<file path="src/rtl/nes_loader_config.svh">
// NES cartridge loader configuration
// Memory map, iNES page sizes and header magic

`ifndef NES_LOADER_CONFIG_SVH
`define NES_LOADER_CONFIG_SVH

////////////////////////////////
// Memory map
////////////////////////////////
`define LDR_ADDR_W          22
`define LDR_PRG_BASE        22'h000000
`define LDR_CHR_BASE        22'h200000

// Page sizes as log2 of bytes
`define LDR_PRG_PAGE_LOG2   14      // 16 KB PRG pages
`define LDR_CHR_PAGE_LOG2   13      // 8 KB CHR pages

////////////////////////////////
// iNES header
////////////////////////////////
`define LDR_HDR_BYTES       16
`define LDR_MAGIC           32'h4E45_531A   // "NES" then EOF

// One memory slot every this many clocks by default
`define LDR_SLOT_PERIOD     4

`endif

</file>
<file path="src/rtl/nes_loader_pkg.sv">
// NES loader shared types
// Header views, mapper flags, status and byte/write transfer words

`include "nes_loader_config.svh"

package nes_loader_pkg;

	////////////////////////////////
	// Header views
	////////////////////////////////

	// Plain iNES 1.0 layout
	typedef struct packed {
		logic [31:0]      magic;
		logic [7:0]       prg_pages;
		logic [7:0]       chr_pages;
		logic [7:0]       flags6;
		logic [7:0]       flags7;
		logic [8:15][7:0] pad;          // Bytes 8 to 15
	} ines1_hdr_t;

	// NES 2.0 layout of the same 16 bytes
	typedef struct packed {
		logic [31:0] magic;
		logic [7:0]  prg_pages;
		logic [7:0]  chr_pages;
		logic [7:0]  flags6;
		logic [7:0]  flags7;
		logic [7:0]  mapper_sub;        // Mapper high nibble and submapper
		logic [7:0]  rom_size_msb;
		logic [7:0]  prg_ram_shift;
		logic [31:0] reserved;          // Bytes 11 to 14
		logic [7:0]  console_type;
	} nes2_hdr_t;

	typedef union packed {
		ines1_hdr_t ines1;
		nes2_hdr_t  nes2;
	} ines_header_u;

	////////////////////////////////
	// Flags, status and transfers
	////////////////////////////////

	typedef struct packed {
		logic       spare;
		logic       piano;
		logic [3:0] prg_ram;
		logic       has_saves;
		logic [7:0] nes2_mapper;
		logic       four_screen;
		logic       chr_ram;
		logic       mirroring;
		logic [2:0] chr_size;
		logic [2:0] prg_size;
		logic [7:0] mapper;             // Bits 7:0
	} mapper_flags_t;

	typedef struct packed {
		logic busy;
		logic done;
		logic error;
		logic rom_loaded;
	} loader_status_t;

	typedef struct packed {
		logic       valid;
		logic [7:0] data;
	} host_byte_t;

	typedef struct packed {
		logic                   we;
		logic [`LDR_ADDR_W-1:0] addr;
		logic [7:0]             data;
	} mem_write_t;

	typedef enum logic [2:0] {HEADER, CHECK, PRG, CHR, DONE, ERROR} loader_state_e;

endpackage

</file>
<file path="src/rtl/game_loader_fsm.sv">
// Cartridge load sequencer
// Captures the 16-byte iNES header, then streams PRG and CHR
// bytes to memory and reports load status

`timescale 1ns/1ps
`include "nes_loader_config.svh"

module game_loader_fsm (
	input  logic                           clk,
	input  logic                           reset_nes,
	input  logic                           download,
	input  nes_loader_pkg::host_byte_t     host_byte,
	input  logic                           hdr_ok,
	input  logic [`LDR_ADDR_W-1:0]         prg_bytes,
	input  logic [`LDR_ADDR_W-1:0]         chr_bytes,
	output nes_loader_pkg::ines_header_u   header,
	output nes_loader_pkg::mem_write_t     wr_req,
	output nes_loader_pkg::loader_status_t status
);
	import nes_loader_pkg::*;

	localparam int ADDR_W    = `LDR_ADDR_W;
	localparam int HDR_CNT_W = $clog2(`LDR_HDR_BYTES);
	localparam int HDR_W     = 8 * `LDR_HDR_BYTES;

	loader_state_e          state;
	logic                   download_q;
	logic [HDR_CNT_W-1:0]   hdr_cnt;
	logic [ADDR_W-1:0]      remaining;      // Bytes left in current segment
	logic [ADDR_W-1:0]      addr;
	logic                   wr_we;
	logic [ADDR_W-1:0]      wr_addr;
	logic [7:0]             wr_data;
	logic                   start;
	logic                   hdr_take;
	logic                   data_take;
	logic                   seg_end;

	assign start     = download & ~download_q;
	assign hdr_take  = host_byte.valid & ~start & (state == HEADER);
	assign data_take = host_byte.valid & ~start & (remaining != '0) &
		((state == PRG) || (state == CHR));
	// Last byte taken, or an empty segment
	assign seg_end   = (data_take && remaining == ADDR_W'(1)) || (remaining == '0);

	assign wr_req = '{we: wr_we, addr: wr_addr, data: wr_data};

	//////////////////////////////
	// Sequencer
	//////////////////////////////
	always_ff @(posedge clk) begin
		if (reset_nes) begin
			state      <= DONE;         // Idle until a download starts
			download_q <= 1'b0;
			hdr_cnt    <= '0;
			remaining  <= '0;
			addr       <= '0;
			wr_we      <= 1'b0;
			status     <= '0;
		end else begin
			download_q <= download;
			wr_we      <= data_take;

			if (download && host_byte.valid)
				status.rom_loaded <= 1'b1;

			if (start) begin
				state        <= HEADER;
				hdr_cnt      <= '0;
				status.busy  <= 1'b0;
				status.done  <= 1'b0;
				status.error <= 1'b0;
			end else begin
				case (state)
				HEADER: begin
					if (hdr_take) begin
						hdr_cnt <= hdr_cnt + 1'b1;
						if (hdr_cnt == HDR_CNT_W'(`LDR_HDR_BYTES - 1)) begin
							state       <= CHECK;
							status.busy <= 1'b1;
						end
					end
				end
				CHECK: begin
					if (hdr_ok) begin
						state     <= PRG;
						addr      <= `LDR_PRG_BASE;
						remaining <= prg_bytes;
					end else begin
						state <= ERROR;
					end
				end
				PRG, CHR: begin
					if (data_take) begin
						addr      <= addr + 1'b1;
						remaining <= remaining - 1'b1;
					end
					if (seg_end) begin
						if (state == PRG && chr_bytes != '0) begin
							state     <= CHR;
							addr      <= `LDR_CHR_BASE;
							remaining <= chr_bytes;
						end else begin
							state       <= DONE;
							status.done <= 1'b1;
							status.busy <= 1'b0;
						end
					end
				end
				ERROR: begin
					status.done  <= 1'b1;
					status.error <= 1'b1;
					status.busy  <= 1'b0;
				end
				default: ;                  // DONE ignores trailing bytes
				endcase
			end
		end
	end

	// Header shift register and write payload
	always_ff @(posedge clk) begin
		if (hdr_take)
			header <= {header[HDR_W-9:0], host_byte.data};  // Byte 0 ends up on top
		if (data_take) begin
			wr_addr <= addr;
			wr_data <= host_byte.data;
		end
	end

endmodule

</file>
<file path="src/rtl/ines_header_decode.sv">
// iNES header decoder
// Checks the captured header, sizes the ROM segments and
// builds the mapper flags word

`timescale 1ns/1ps
`include "nes_loader_config.svh"

module ines_header_decode (
	input  logic                          clk,
	input  logic                          reset_nes,
	input  nes_loader_pkg::ines_header_u  header,
	input  logic                          invert_mirroring,
	input  logic                          load_done,
	output logic                          hdr_ok,
	output logic [`LDR_ADDR_W-1:0]        prg_bytes,
	output logic [`LDR_ADDR_W-1:0]        chr_bytes,
	output nes_loader_pkg::mapper_flags_t mapper_flags
);
	import nes_loader_pkg::*;

	localparam int ADDR_W = `LDR_ADDR_W;

	logic          is_nes2;
	logic          is_dirty;
	logic          load_done_q;
	mapper_flags_t flags_c;

	// Smallest k with pages <= 2^k, capped at 7
	function automatic logic [2:0] size_code(input logic [7:0] pages);
		logic [2:0] code;
		code = 3'd7;
		for (int k = 6; k >= 0; k--)
			if ({1'b0, pages} <= (9'd1 << k))
				code = 3'(k);
		return code;
	endfunction

	// Trainers are not supported
	assign hdr_ok = (header.ines1.magic == `LDR_MAGIC) && !header.ines1.flags6[2];

	assign is_nes2  = (header.ines1.flags7[3:2] == 2'b10);
	// Junk in the tail bytes of an old 1.0 dump
	assign is_dirty = !is_nes2 &&
		((|header.ines1.pad[9][7:1]) || (|header.ines1.pad[10:15]));

	assign prg_bytes = ADDR_W'(header.ines1.prg_pages) << `LDR_PRG_PAGE_LOG2;
	assign chr_bytes = ADDR_W'(header.ines1.chr_pages) << `LDR_CHR_PAGE_LOG2;

	always_comb begin
		flags_c             = '0;
		flags_c.mapper      = {is_dirty ? 4'h0 : header.ines1.flags7[7:4],
			header.ines1.flags6[7:4]};
		flags_c.prg_size    = size_code(header.ines1.prg_pages);
		flags_c.chr_size    = size_code(header.ines1.chr_pages);
		flags_c.mirroring   = header.ines1.flags6[0] ^ invert_mirroring;
		flags_c.chr_ram     = (header.ines1.chr_pages == 8'd0);
		flags_c.four_screen = header.ines1.flags6[3];
		flags_c.has_saves   = header.ines1.flags6[1];
		// NES 2.0 only fields
		if (is_nes2) begin
			flags_c.nes2_mapper = header.nes2.mapper_sub;
			flags_c.prg_ram     = header.nes2.prg_ram_shift[3:0];
			flags_c.piano       = (header.nes2.console_type[5:0] == 6'h19);
		end
	end

	// Held for the console once the load completes
	always_ff @(posedge clk) begin
		if (reset_nes) begin
			load_done_q  <= 1'b0;
			mapper_flags <= '0;
		end else begin
			load_done_q <= load_done;
			if (load_done && !load_done_q)
				mapper_flags <= flags_c;    // Rising edge of done only
		end
	end

endmodule

</file>
<file path="src/rtl/mem_write_buffer.sv">
// Single-entry memory write buffer
// Holds one write until the next memory slot and stalls the host

`timescale 1ns/1ps
`include "nes_loader_config.svh"

module mem_write_buffer (
	input  logic                       clk,
	input  logic                       reset_nes,
	input  nes_loader_pkg::mem_write_t wr_req,
	input  logic                       mem_slot,
	output nes_loader_pkg::mem_write_t mem_wr,
	output logic                       host_wait
);
	import nes_loader_pkg::*;

	logic                   pending;
	logic                   commit;
	logic [`LDR_ADDR_W-1:0] held_addr;
	logic [7:0]             held_data;

	assign commit = pending & mem_slot;

	always_ff @(posedge clk) begin
		if (reset_nes) begin
			pending <= 1'b0;
		end else begin
			if (commit)
				pending <= 1'b0;
			if (wr_req.we)
				pending <= 1'b1;        // New request wins
		end
	end

	always_ff @(posedge clk) begin
		if (wr_req.we) begin
			held_addr <= wr_req.addr;
			held_data <= wr_req.data;
		end
	end

	assign mem_wr = '{we: commit, addr: held_addr, data: held_data};

	// Covers the request cycle too so a byte never lands on a full buffer
	assign host_wait = pending | wr_req.we;

endmodule

</file>
<file path="src/rtl/nes_loader_top.sv">
// NES cartridge loader top level
// Sequencer, header decoder and memory write buffer

`timescale 1ns/1ps
`include "nes_loader_config.svh"

module nes_loader_top (
	input  logic                           clk,
	input  logic                           reset_nes,
	input  logic                           download,
	input  nes_loader_pkg::host_byte_t     host_byte,
	input  logic                           invert_mirroring,
	input  logic                           mem_slot,
	output logic                           host_wait,
	output nes_loader_pkg::mem_write_t     mem_wr,
	output nes_loader_pkg::mapper_flags_t  mapper_flags,
	output nes_loader_pkg::loader_status_t status
);
	import nes_loader_pkg::*;

	ines_header_u           header;
	mem_write_t             wr_req;
	logic                   hdr_ok;
	logic [`LDR_ADDR_W-1:0] prg_bytes;
	logic [`LDR_ADDR_W-1:0] chr_bytes;

	game_loader_fsm fsm_i (
		.clk       (clk),
		.reset_nes (reset_nes),
		.download  (download),
		.host_byte (host_byte),
		.hdr_ok    (hdr_ok),
		.prg_bytes (prg_bytes),
		.chr_bytes (chr_bytes),
		.header    (header),
		.wr_req    (wr_req),
		.status    (status)
	);

	ines_header_decode decode_i (
		.clk              (clk),
		.reset_nes        (reset_nes),
		.header           (header),
		.invert_mirroring (invert_mirroring),
		.load_done        (status.done),        // Flags latch at end of load
		.hdr_ok           (hdr_ok),
		.prg_bytes        (prg_bytes),
		.chr_bytes        (chr_bytes),
		.mapper_flags     (mapper_flags)
	);

	mem_write_buffer wbuf_i (
		.clk       (clk),
		.reset_nes (reset_nes),
		.wr_req    (wr_req),
		.mem_slot  (mem_slot),
		.mem_wr    (mem_wr),
		.host_wait (host_wait)
	);

endmodule

</file>
<file path="config.mk">
export PLATFORM = sky130hd
export DESIGN_NAME = nes_loader_top
export DESIGN_NICKNAME = d
export VERILOG_FILES = /design/src/rtl/nes_loader_pkg.sv /design/src/rtl/game_loader_fsm.sv /design/src/rtl/ines_header_decode.sv /design/src/rtl/mem_write_buffer.sv /design/src/rtl/nes_loader_top.sv
export VERILOG_INCLUDE_DIRS = /design/src /design/src/rtl
export SDC_FILE = /design/constraint.sdc
export NUM_CORES = 1
export LEC_CHECK = 0
export ABC_AREA = 1
export CORE_MARGIN = 2
export CORE_UTILIZATION = 40
export DETAILED_ROUTE_END_ITERATION = 10
export DONT_BUFFER_PORTS = 1
export PLACE_DENSITY = 0.59
export SYNTH_ARGS = -nofsm -noshare
export SYNTH_HDL_FRONTEND = slang
export SYNTH_HIERARCHICAL = 1
export SYNTH_SLANG_ARGS = --single-unit
</file>
<file path="constraint.sdc">
create_clock -name clk -period 4.9 [get_ports clk]
set_clock_uncertainty 0.15 [all_clocks]
set_input_delay 1.225 -clock clk [delete_from_list [all_inputs] [get_ports clk]]
set_output_delay 1.225 -clock clk [all_outputs]
set_load 0.01 [all_outputs]
</file>
==> run metrics, run 1 <==
fin crit share=about 62%; postcts setup bufs=0; global route overflow=0; outcome=finished clean; share of the synthesized area in the top cell type=between 40% and 50%; syn avg cell area=~10 um^2; DP HPWL=roughly 15000 um; die area=between 30000 and 40000 um^2; Netlist cell types=41; Initial Utilization=roughly 41%; vias per std cell=between 4 and 5; hold_buf cts=0; Slew Limit Fails=0; Min Hold Slack=roughly 0.26 ns; Die Ht=around 180 um; slowest cell delay on critical path=~0.51 ns; Peak Freq=between 0.3 and 0.4 GHz; RSZ-0062 raised after global routing=no; count leader, synth=nand2_1; Fillers=~2700; Yosys top cell by area=edfxtp_1; most instantiated cells after synthesis=262 x nand2_1, 188 x edfxtp_1, 167 x nor2_1, 90 x dfxtp_1, 82 x inv_1; first-pass GRT wire length=approximately 38000 um; uppermost layer routed=met4; Core Box Area=28900 um^2; endpoint type of the worst setup path=flop; layout cells sized above 1=between 7 and 8%; initial antenna violation count=0; Worst Path Required=5.16 ns; CTS HTree Levels=1; Routed WL=between 20000 and 25000 um; Pwr Density=~390 nW/um^2; CTS tree=built; Place WS=1.31 ns; DR WL met2=roughly 11000 um; Post-CTS Resized=0; Rel. slew slack=between 40% and 50%; worst reg2reg endpoint=fsm_i/addr[14]$_SDFFE_PP0P_; Worst Hold End=fsm_i/header[56]$_DFFE_PP_; initial DRC count=around 570; clock sinks=approximately 280; Initial DRT Pass Iterations=5; Leak=roughly 4.8 nW; Hold Path Cell Cnt=0; Avg WL per Cell=between 10 and 15 um; Crit. Startpoint=fsm_i/header[107]$_DFFE_PP_; IO buf count=0; worst r2r src=fsm_i/header[107]$_DFFE_PP_; worst slew pin tran=0.856 ns; FF-to-FF path depth=12; area grow syn2layout=9.38%; Final Critical Period=just over 3 ns; final hold vios=0; Seq/Total Area, Yosys=63.3%; final instance area=12900 um^2; CP startpoint kind=flop; crit path DAT=about 3.3 ns; DR WL met3=around 1400 um; I/O pin total=between 80 and 90; Worst Setup Slack, final=1.87 ns; DR DRC count=0; Clock transition at path regs=approximately 0.06 ns; placed cell areas=roughly 12000 um^2; Sum Neg Setup Slack=0 ns; P_int=about 4 mW; Root Driver=clkbuf_16; Crit Path Class=reg -> reg; VDD IR max=~0.36 mV; Comb pwr share=roughly 4.8%; post-route ant nets=0; vias in the first global route=about 7300; switching share of power=21.5%; Final Wtd Congestion=a little under 0.9; cells taking the most area after synthesis=edfxtp_1 48%, dfxtp_1 15%, nand2_1 8.4%; clock latency on the worst-skew pair=between 0.5 and 0.6 ns; Post-Synthesis Cells=between 1000 and 1500; post-synthesis register bit count=278; max capacitance violation total=0; Die W=around 180 um; Worst path most repeated cell=nor2_1; crit path max-delay cell type=inv_2; TritonCTS Buffers=29; diode count=0; dominant synthesized flop cell=edfxtp_1; # rows=between 60 and 70; Overall Global Routing Usage=roughly 15%; sequential share of power=51.6%; Design Power=roughly 5 mW; Mapped Area=between 10000 and 15000 um^2; largest net degree at the start of global routing=just under 60; Net Sw Power=between 1 and 1.5 mW; synth warn=6; Final setup viols=0; total number of vias=7633; CP cell instances=nor2_1, nand3b_1, nor4_1, nand3_1, nor2_1, nor2_1, nor2_1, nand2_2, inv_2, nand2_2, nand2_4, nor3_1; Worst Path Max Fanout=27; r2r setup slk=1.87 ns; hold crit path type=reg -> reg; ys async rst share=0%; DRT met1 WL=roughly 10000 um; Clock Power Share=between 40% and 50%; HP Start=fsm_i/header[48]$_DFFE_PP_; buffer depth of the longest clock path=3; Post-synth EDFFs=around 190; fin nets=1180
[per-layer routing]
metal	GRT usage (%)	vias up
li1	-	3862
met1	19.7	3585
met2	25.3	162
met3	3.53	24
met4	3.82	0
met5	0	-
[cell usage in the layout (no fill, tap or decap), drive strengths merged, types with 2 or more instances in the layout]
master | Yosys | final
nor2 | 181 | 181
nand4 | 22 | 22
a22oi | 12 | 12
a21oi | 72 | 72
bufinv | 0 | 3
edfxtp | 188 | 188
ha | 4 | 4
xnor2 | 11 | 11
nand2 | 272 | 272
nor4 | 6 | 6
xor2 | 11 | 11
nor3b | 2 | 2
conb | 1 | 29
nand3b | 2 | 2
clkbuf | 13 | 37
o21ai | 47 | 47
a31oi | 3 | 3
dfxtp | 90 | 90
nor3 | 26 | 26
buf | 63 | 5
clkinvlp | 0 | 2
clkinv | 0 | 11
inv | 86 | 87
nand3 | 58 | 58
[worst max-delay path: cells and delay by family (launching register included)]
| kind | cells | cell delay (ns) |
|---|---|---|
| buf+inv | 1 | 0.51 |
| flops | 1 | 0.38 |
| simple gates | 11 | 1.82 |
[kinds of logic after synthesis]
logic type,count (synthesis),share of synthesized area (%)
buffers and inverters,162,7.02
other,1,0.0319
AOI/OAI and AO/OA,136,6.23
and+or+nand+nor,571,21.3
xor gates and xnor gates,22,1.64
DFF,278,63.3
adders and majority gates,4,0.426
[state kept, by name (all words and copies together), names as in the netlist]
register               count
fsm_i/addr                22
fsm_i/remaining           22
fsm_i/wr_data              8
fsm_i/status               4
decode_i/mapper_flags     31
decode_i/load_done_q       1
fsm_i/state                3
wbuf_i/held_addr          22
fsm_i/wr_we                1
fsm_i/hdr_cnt              4
fsm_i/header             128
wbuf_i/held_data           8
wbuf_i/pending             1
fsm_i/wr_addr             22
fsm_i/download_q           1
[power groups by stage]
stage	logic, mW	clock network, mW	registers, mW
after floorplan	0.223	0	2.62
after global placement	0.236	0	2.62
after detailed placement	0.239	0	2.62
after CTS	0.239	2.25	2.57
after global routing	0.272	2.35	2.58
final	0.239	2.18	2.57
[area by class of cell]
class                           count  area (um^2)  area share (%)
Sequential cell                   278         7450            57.9
Multi-Input combinational cell    762         3590            27.9
Clock buffer                       37          796            6.19
Tap cell                          384          480            3.74
Inverter                           86          325            2.53
Clock inverter                     17          171            1.33
Timing Repair Buffer                5         50.0           0.389
[worst max-delay path by stage]
stage	cells past startpoint	to	slack, ns
CTS	12	fsm_i/addr[14]$_SDFFE_PP0P_	1.84
global placement	6	fsm_i/wr_data[5]$_DFFE_PN_	1.39
detailed placement	9	fsm_i/addr[5]$_SDFFE_PP0P_	1.31
global route	12	fsm_i/addr[14]$_SDFFE_PP0P_	1.50
floorplan	5	fsm_i/hdr_cnt[2]$_SDFFE_PP0P_	0.12
finish	12	fsm_i/addr[14]$_SDFFE_PP0P_	1.87
[per-stage QoR]
step                util [%]  cells
floorplan                  -   1202
global placement        41.2   1515
detailed placement      41.2   1515
CTS                     44.6   1569
global route            44.6   1569
finish                  44.6   1569
No activity file was read; power rests on OpenSTA's default activity.
==> run 2: changes to the inputs <==
- clock period: 4.9 -> 2.45 ns (I/O delays scaled with it)
==> run 2 against run 1 <==
Compared with the run above: die area is the same; worst setup slack got worse by 1.6 ns; clock-buffer cell count shrank 2; wire length rose by 6.1%; power up 100%; non-clock buffer count rose by 46; first-iteration DRC count fell by 7.1%; via count is 3.1% higher; core utilization rose by 1.6 points; highest routed layer unchanged.
==> run metrics, run 2 (synthesis gave the netlist of run 1 again) <==
fin crit share=between 90% and 100%; max capacitance violation total=0; largest registers=fsm_i/header: 128 flops, decode_i/mapper_flags: 31 flops; Avg WL per Cell=15.4 um; most frequent cells in the layout=261 x nand2_1, 188 x edfxtp_1, 165 x nor2_1; die area=about 31000 um^2; Initial DRT Pass Iterations=7; CTS tree=built; Final Wtd Congestion=~0.9; Pwr Density=750 nW/um^2; largest net degree at the start of global routing=49; area grow syn2layout=13.3%; fin nets=1226; slowest cell delay on critical path=around 0.34 ns; postcts setup bufs=0; Initial Utilization=a little over 40%; Leak=4.98 nW; Crit Path Class=reg -> reg; # rows=between 60 and 70; clock latency on the worst-skew pair=0.55 ns; Worst Path Max Fanout=12; Sum Neg Setup Slack=0 ns; r2r setup slk=around 0.24 ns; Final Critical Period=approximately 2.2 ns; Clock transition at path regs=roughly 0.060 ns; commonest non-fill, non-tap cell in the layout=nand2_1; Die W=roughly 180 um; utilization after layout=a little under half; buffer depth of the longest clock path=3; initial DRC count=about 530; layout cells sized above 1=between 10% and 20%; vias per std cell=about 4.9; diode count=0; endpoint type of the worst setup path=flop; Worst path most repeated cell=nand2_1; I/O pin total=82; Peak Freq=~0.45 GHz; crit path max-delay cell type=dfxtp_1; crit path DAT=roughly 2.5 ns; global route overflow=0; max FFs per register=between 100 and 150; DR DRC count=0; IO buf count=0; total number of vias=around 8000; final hold vios=0; VDD IR max=approximately 0.61 mV; initial antenna violation count=0; outcome=finished clean; Slew Limit Fails=0; Min Hold Slack=between 0.06 and 0.07 ns; TritonCTS Buffers=29; CP cell instances=inv_1, ha_1, nand2_1, nor2_4, nand3_4, nand2_2, nand2_4, nand2_4, buf_4, nand2_1, nand2_1, a21oi_1; Routed WL=~25000 um; clock sinks=278; first-pass GRT wire length=just over 40000 um; largest register by flop count=fsm_i/header; CTS HTree Levels=1; vias in the first global route=7689; post-route ant nets=0; Overall Global Routing Usage=16.2%; Core Box Area=between 20000 and 30000 um^2; hold crit path type=in -> reg; Root Driver=clkbuf_16; Worst Path Required=2.74 ns; CP startpoint kind=flop; Die Ht=approximately 180 um; DP HPWL=between 15000 and 20000 um; Final setup viols=0
## run 2: changes by cell type in the layout (fill, tap and decap cells not counted), moves of 4 or more
cell / before / now
clkinv_2: 4 / 9
buf_12: 1 / 6
clkinv_1: 7 / 3
buf_4: 4 / 35
dlygate4sd3_1: 0 / 9
## run 2: power by group
part	leakage, nW	internal (mW)	switching [mW]
Sequential	2.47	5.07	0.0679
Clock	0.466	2.46	1.83
Combinational	2.05	0.193	0.362
Total	4.98	7.73	2.26
## run 2: final cells by class
type,instances,area (um^2)
flip-flops and latches,278,7450
multi-input cells,762,3640
fillers,2721,15500
repair buffers,51,484
well taps,384,480
clock inverters,19,174
inverters,86,329
clock buffers,35,768
## run 2: what timing repair did
item | 4_1_cts | 5_1_grt
resized for setup | 0 | 7
endpoints found under the hold margin | 51 | 0
hold buffers | 10 | 0
endpoints found under the setup margin | 0 | 25
## run 2: path summary, 6_finish.rpt
check,startpoint,to,depth (start not counted)
max,fsm_i/remaining[0]$_SDFFE_PP0P_,fsm_i/remaining[19]$_SDFFE_PP0P_,12
min,reset_nes,wbuf_i/pending$_SDFFE_PP0P_,3
max reg2reg,fsm_i/remaining[0]$_SDFFE_PP0P_,fsm_i/remaining[19]$_SDFFE_PP0P_,12
min reg2reg,fsm_i/wr_addr[18]$_DFFE_PN_,wbuf_i/held_addr[18]$_DFFE_PP_,0
## run 2: metal layers
| layer | global-route usage (%) | up-vias | part of all wire (%) |
|---|---|---|---|
| li1 | - | 3952 | - |
| met1 | 20.7 | 3714 | 44 |
| met2 | 27.3 | 160 | 48 |
| met3 | 4.37 | 40 | 6.0 |
| met4 | 4.41 | 0 | 2.7 |
| met5 | 0 | - | 0 |
## run 2: critical path: cells and delay by family (launching register included)
kind | cells | cell delay (ns)
buffers and inverters | 2 | 0.29
DFF | 1 | 0.34
AOI/OAI and AO/OA | 1 | 0.05
adders and majority gates | 1 | 0.17
and+or+nand+nor | 8 | 1.10
## run 2: metrics by stage
step                cells  power (mW)  instance area, um^2  worst slack [ns]
floorplan            1202        5.68                11900            -0.764
global placement     1551        5.75                12200             0.129
detailed placement   1551        5.76                12200             0.140
CTS                  1615        10.1                13300             0.143
global route         1615        10.4                13300          -0.00453
finish               1615        9.99                13300             0.235
==> run 3: changes to the inputs <==
- CORE_ASPECT_RATIO: default -> 1.1
==> run 3 against run 2 <==
Compared with the run above: the flow now finishes with violations (design-rule violations); cell count decreased by 0.99%; power rose by 2.8%; final area is 0.28% higher; sequential cell count unchanged; wire length shrank 0.35%; global-route usage down 0.24 points; clock-buffer cell count up 6; worst setup slack improved by 0.014 ns; die area about the same.
==> run metrics, run 3 (synthesis gave the netlist of run 1 again) <==
outcome=finished with violations; failing checks=design-rule violations; Avg WL per Cell=about 15 um; Overall Global Routing Usage=16.0%; diode count=0; fin nets=between 1000 and 1500; Rel. slew slack=58.1%; DR DRC count=4; initial DRC count=between 600 and 700; hold crit path type=in -> reg; max capacitance violation total=0; fin crit share=89.8%; clock sinks=around 280; post-route ant nets=0; CP startpoint kind=flop; largest register by flop count=fsm_i/header; final hold vios=0; VDD IR max=0.678 mV; largest net degree at the start of global routing=55; I/O pin total=between 80 and 90; RSZ-0062 raised after global routing=yes; postcts setup bufs=0; layout cells sized above 1=10.9%; Pwr Density=~770 nW/um^2; Leak=about 5.0 nW; most frequent cells in the layout=261 x nand2_1, 188 x edfxtp_1, 165 x nor2_1; total number of vias=7944; Root Driver=clkbuf_16; commonest non-fill, non-tap cell in the layout=nand2_1; max FFs per register=128; Routed WL=between 20000 and 25000 um; DP HPWL=around 17000 um; largest registers=fsm_i/header: 128 flops, decode_i/mapper_flags: 31 flops; Multi-input gate area=~3700 um^2; first-pass GRT wire length=around 40000 um; crit path max-delay cell type=edfxtp_1; register area=around 7400 um^2; crit path DAT=2.49 ns; CP bufs+invs=3; slowest cell delay on critical path=~0.38 ns; Place WS=0.178 ns; # rows=between 60 and 70; CTS HTree Levels=1; Clock transition at path regs=0.06 ns; Initial Utilization=40.8%; Slew Limit Fails=0; worst slew pin tran=roughly 0.63 ns; Core Box Area=between 20000 and 30000 um^2; global route overflow=0; Worst Path Max Fanout=11; Peak Freq=approximately 0.45 GHz; Crit Path Class=reg -> reg; clock latency on the worst-skew pair=~0.56 ns; Final Wtd Congestion=between 0.9 and 1; Final Critical Period=2.20 ns; TritonCTS Buffers=29; vias per std cell=4.97; Worst path most repeated cell=nor2_2; area grow syn2layout=13.6%; die area=about 30000 um^2; Die W=167 um; top cell family by delay on the critical path=simple AND/OR/NAND/NOR gates; buffer depth of the longest clock path=3; Die Ht=between 150 and 200 um; initial antenna violation count=0; CP cell instances=inv_1, nand4_1, nor4_2, nand3_1, nor2_2, nor2_1, nor2_2, nand2_4, inv_2, buf_6, nand2_1, o21ai_0, a21oi_1; utilization after layout=a little under half; Final setup viols=0; Initial DRT Pass Iterations=8; Worst Setup Slack, final=0.249 ns; Fillers=2671; CTS tree=built; endpoint type of the worst setup path=flop; IO buf count=0; vias in the first global route=around 7600; Worst Path Required=about 2.7 ns
[run 3: worst min-delay path, stage by stage]
cell and delay [ns]:
nand2_1 0.03, nand2_1 0.05, nor2_1 0.03
[run 3: final cells by class]
class / instances / area share [%]
Tap cell: 368 / 3.45
Timing Repair Buffer: 52 / 3.46
Sequential cell: 278 / 55.8
Inverter: 86 / 2.44
Clock inverter: 12 / 1.37
Clock buffer: 41 / 6.15
Multi-Input combinational cell: 762 / 27.4
[run 3: path summary, 6_finish.rpt]
| path | from | depth (start not counted) | endpoint | slack [ns] |
|---|---|---|---|---|
| setup / recovery | fsm_i/header[113]$_DFFE_PP_ | 13 | fsm_i/remaining[10]$_SDFFE_PP0P_ | 0.25 |
| hold reg to reg | fsm_i/wr_addr[16]$_DFFE_PN_ | 0 | wbuf_i/held_addr[16]$_DFFE_PP_ | 0.27 |
| hold / removal | mem_slot | 3 | wbuf_i/pending$_SDFFE_PP0P_ | 0.05 |
| setup reg to reg | fsm_i/header[113]$_DFFE_PP_ | 13 | fsm_i/remaining[10]$_SDFFE_PP0P_ | 0.25 |
[run 3: layer usage]
metal	up-vias	track usage, %	part of all wire, %
li1	3951	-	-
met5	-	0.805	0
met2	160	27.6	48
met4	0	4.87	2.4
met3	48	3.83	6.0
met1	3785	19.9	43
[run 3: per-stage QoR]
stage                     cell area, um^2  power, mW  std cells  TNS [ns]  hold slack (ns)
after floorplan                     11900       5.68       1202    -99.83            0.250
after global placement              12200       5.75       1536         0            0.250
after detailed placement            12200       5.76       1536         0            0.256
after CTS                           13300       10.4       1599         0           0.0261
after global routing                13400       10.6       1599  -0.00256           0.0500
final                               13400       10.3       1599         0           0.0541
[run 3: report_power, final]
group | internal [mW] | switching (mW)
Sequential | 5.08 | 0.0682
Combinational | 0.193 | 0.364
Clock | 2.76 | 1.80
Total | 8.03 | 2.24
[run 3: timing repair]
action	4_1_cts	5_1_grt
setup endpoints to repair	0	43
gates resized for setup	0	10
hold buffers	10	0
hold endpoints to repair	51	0
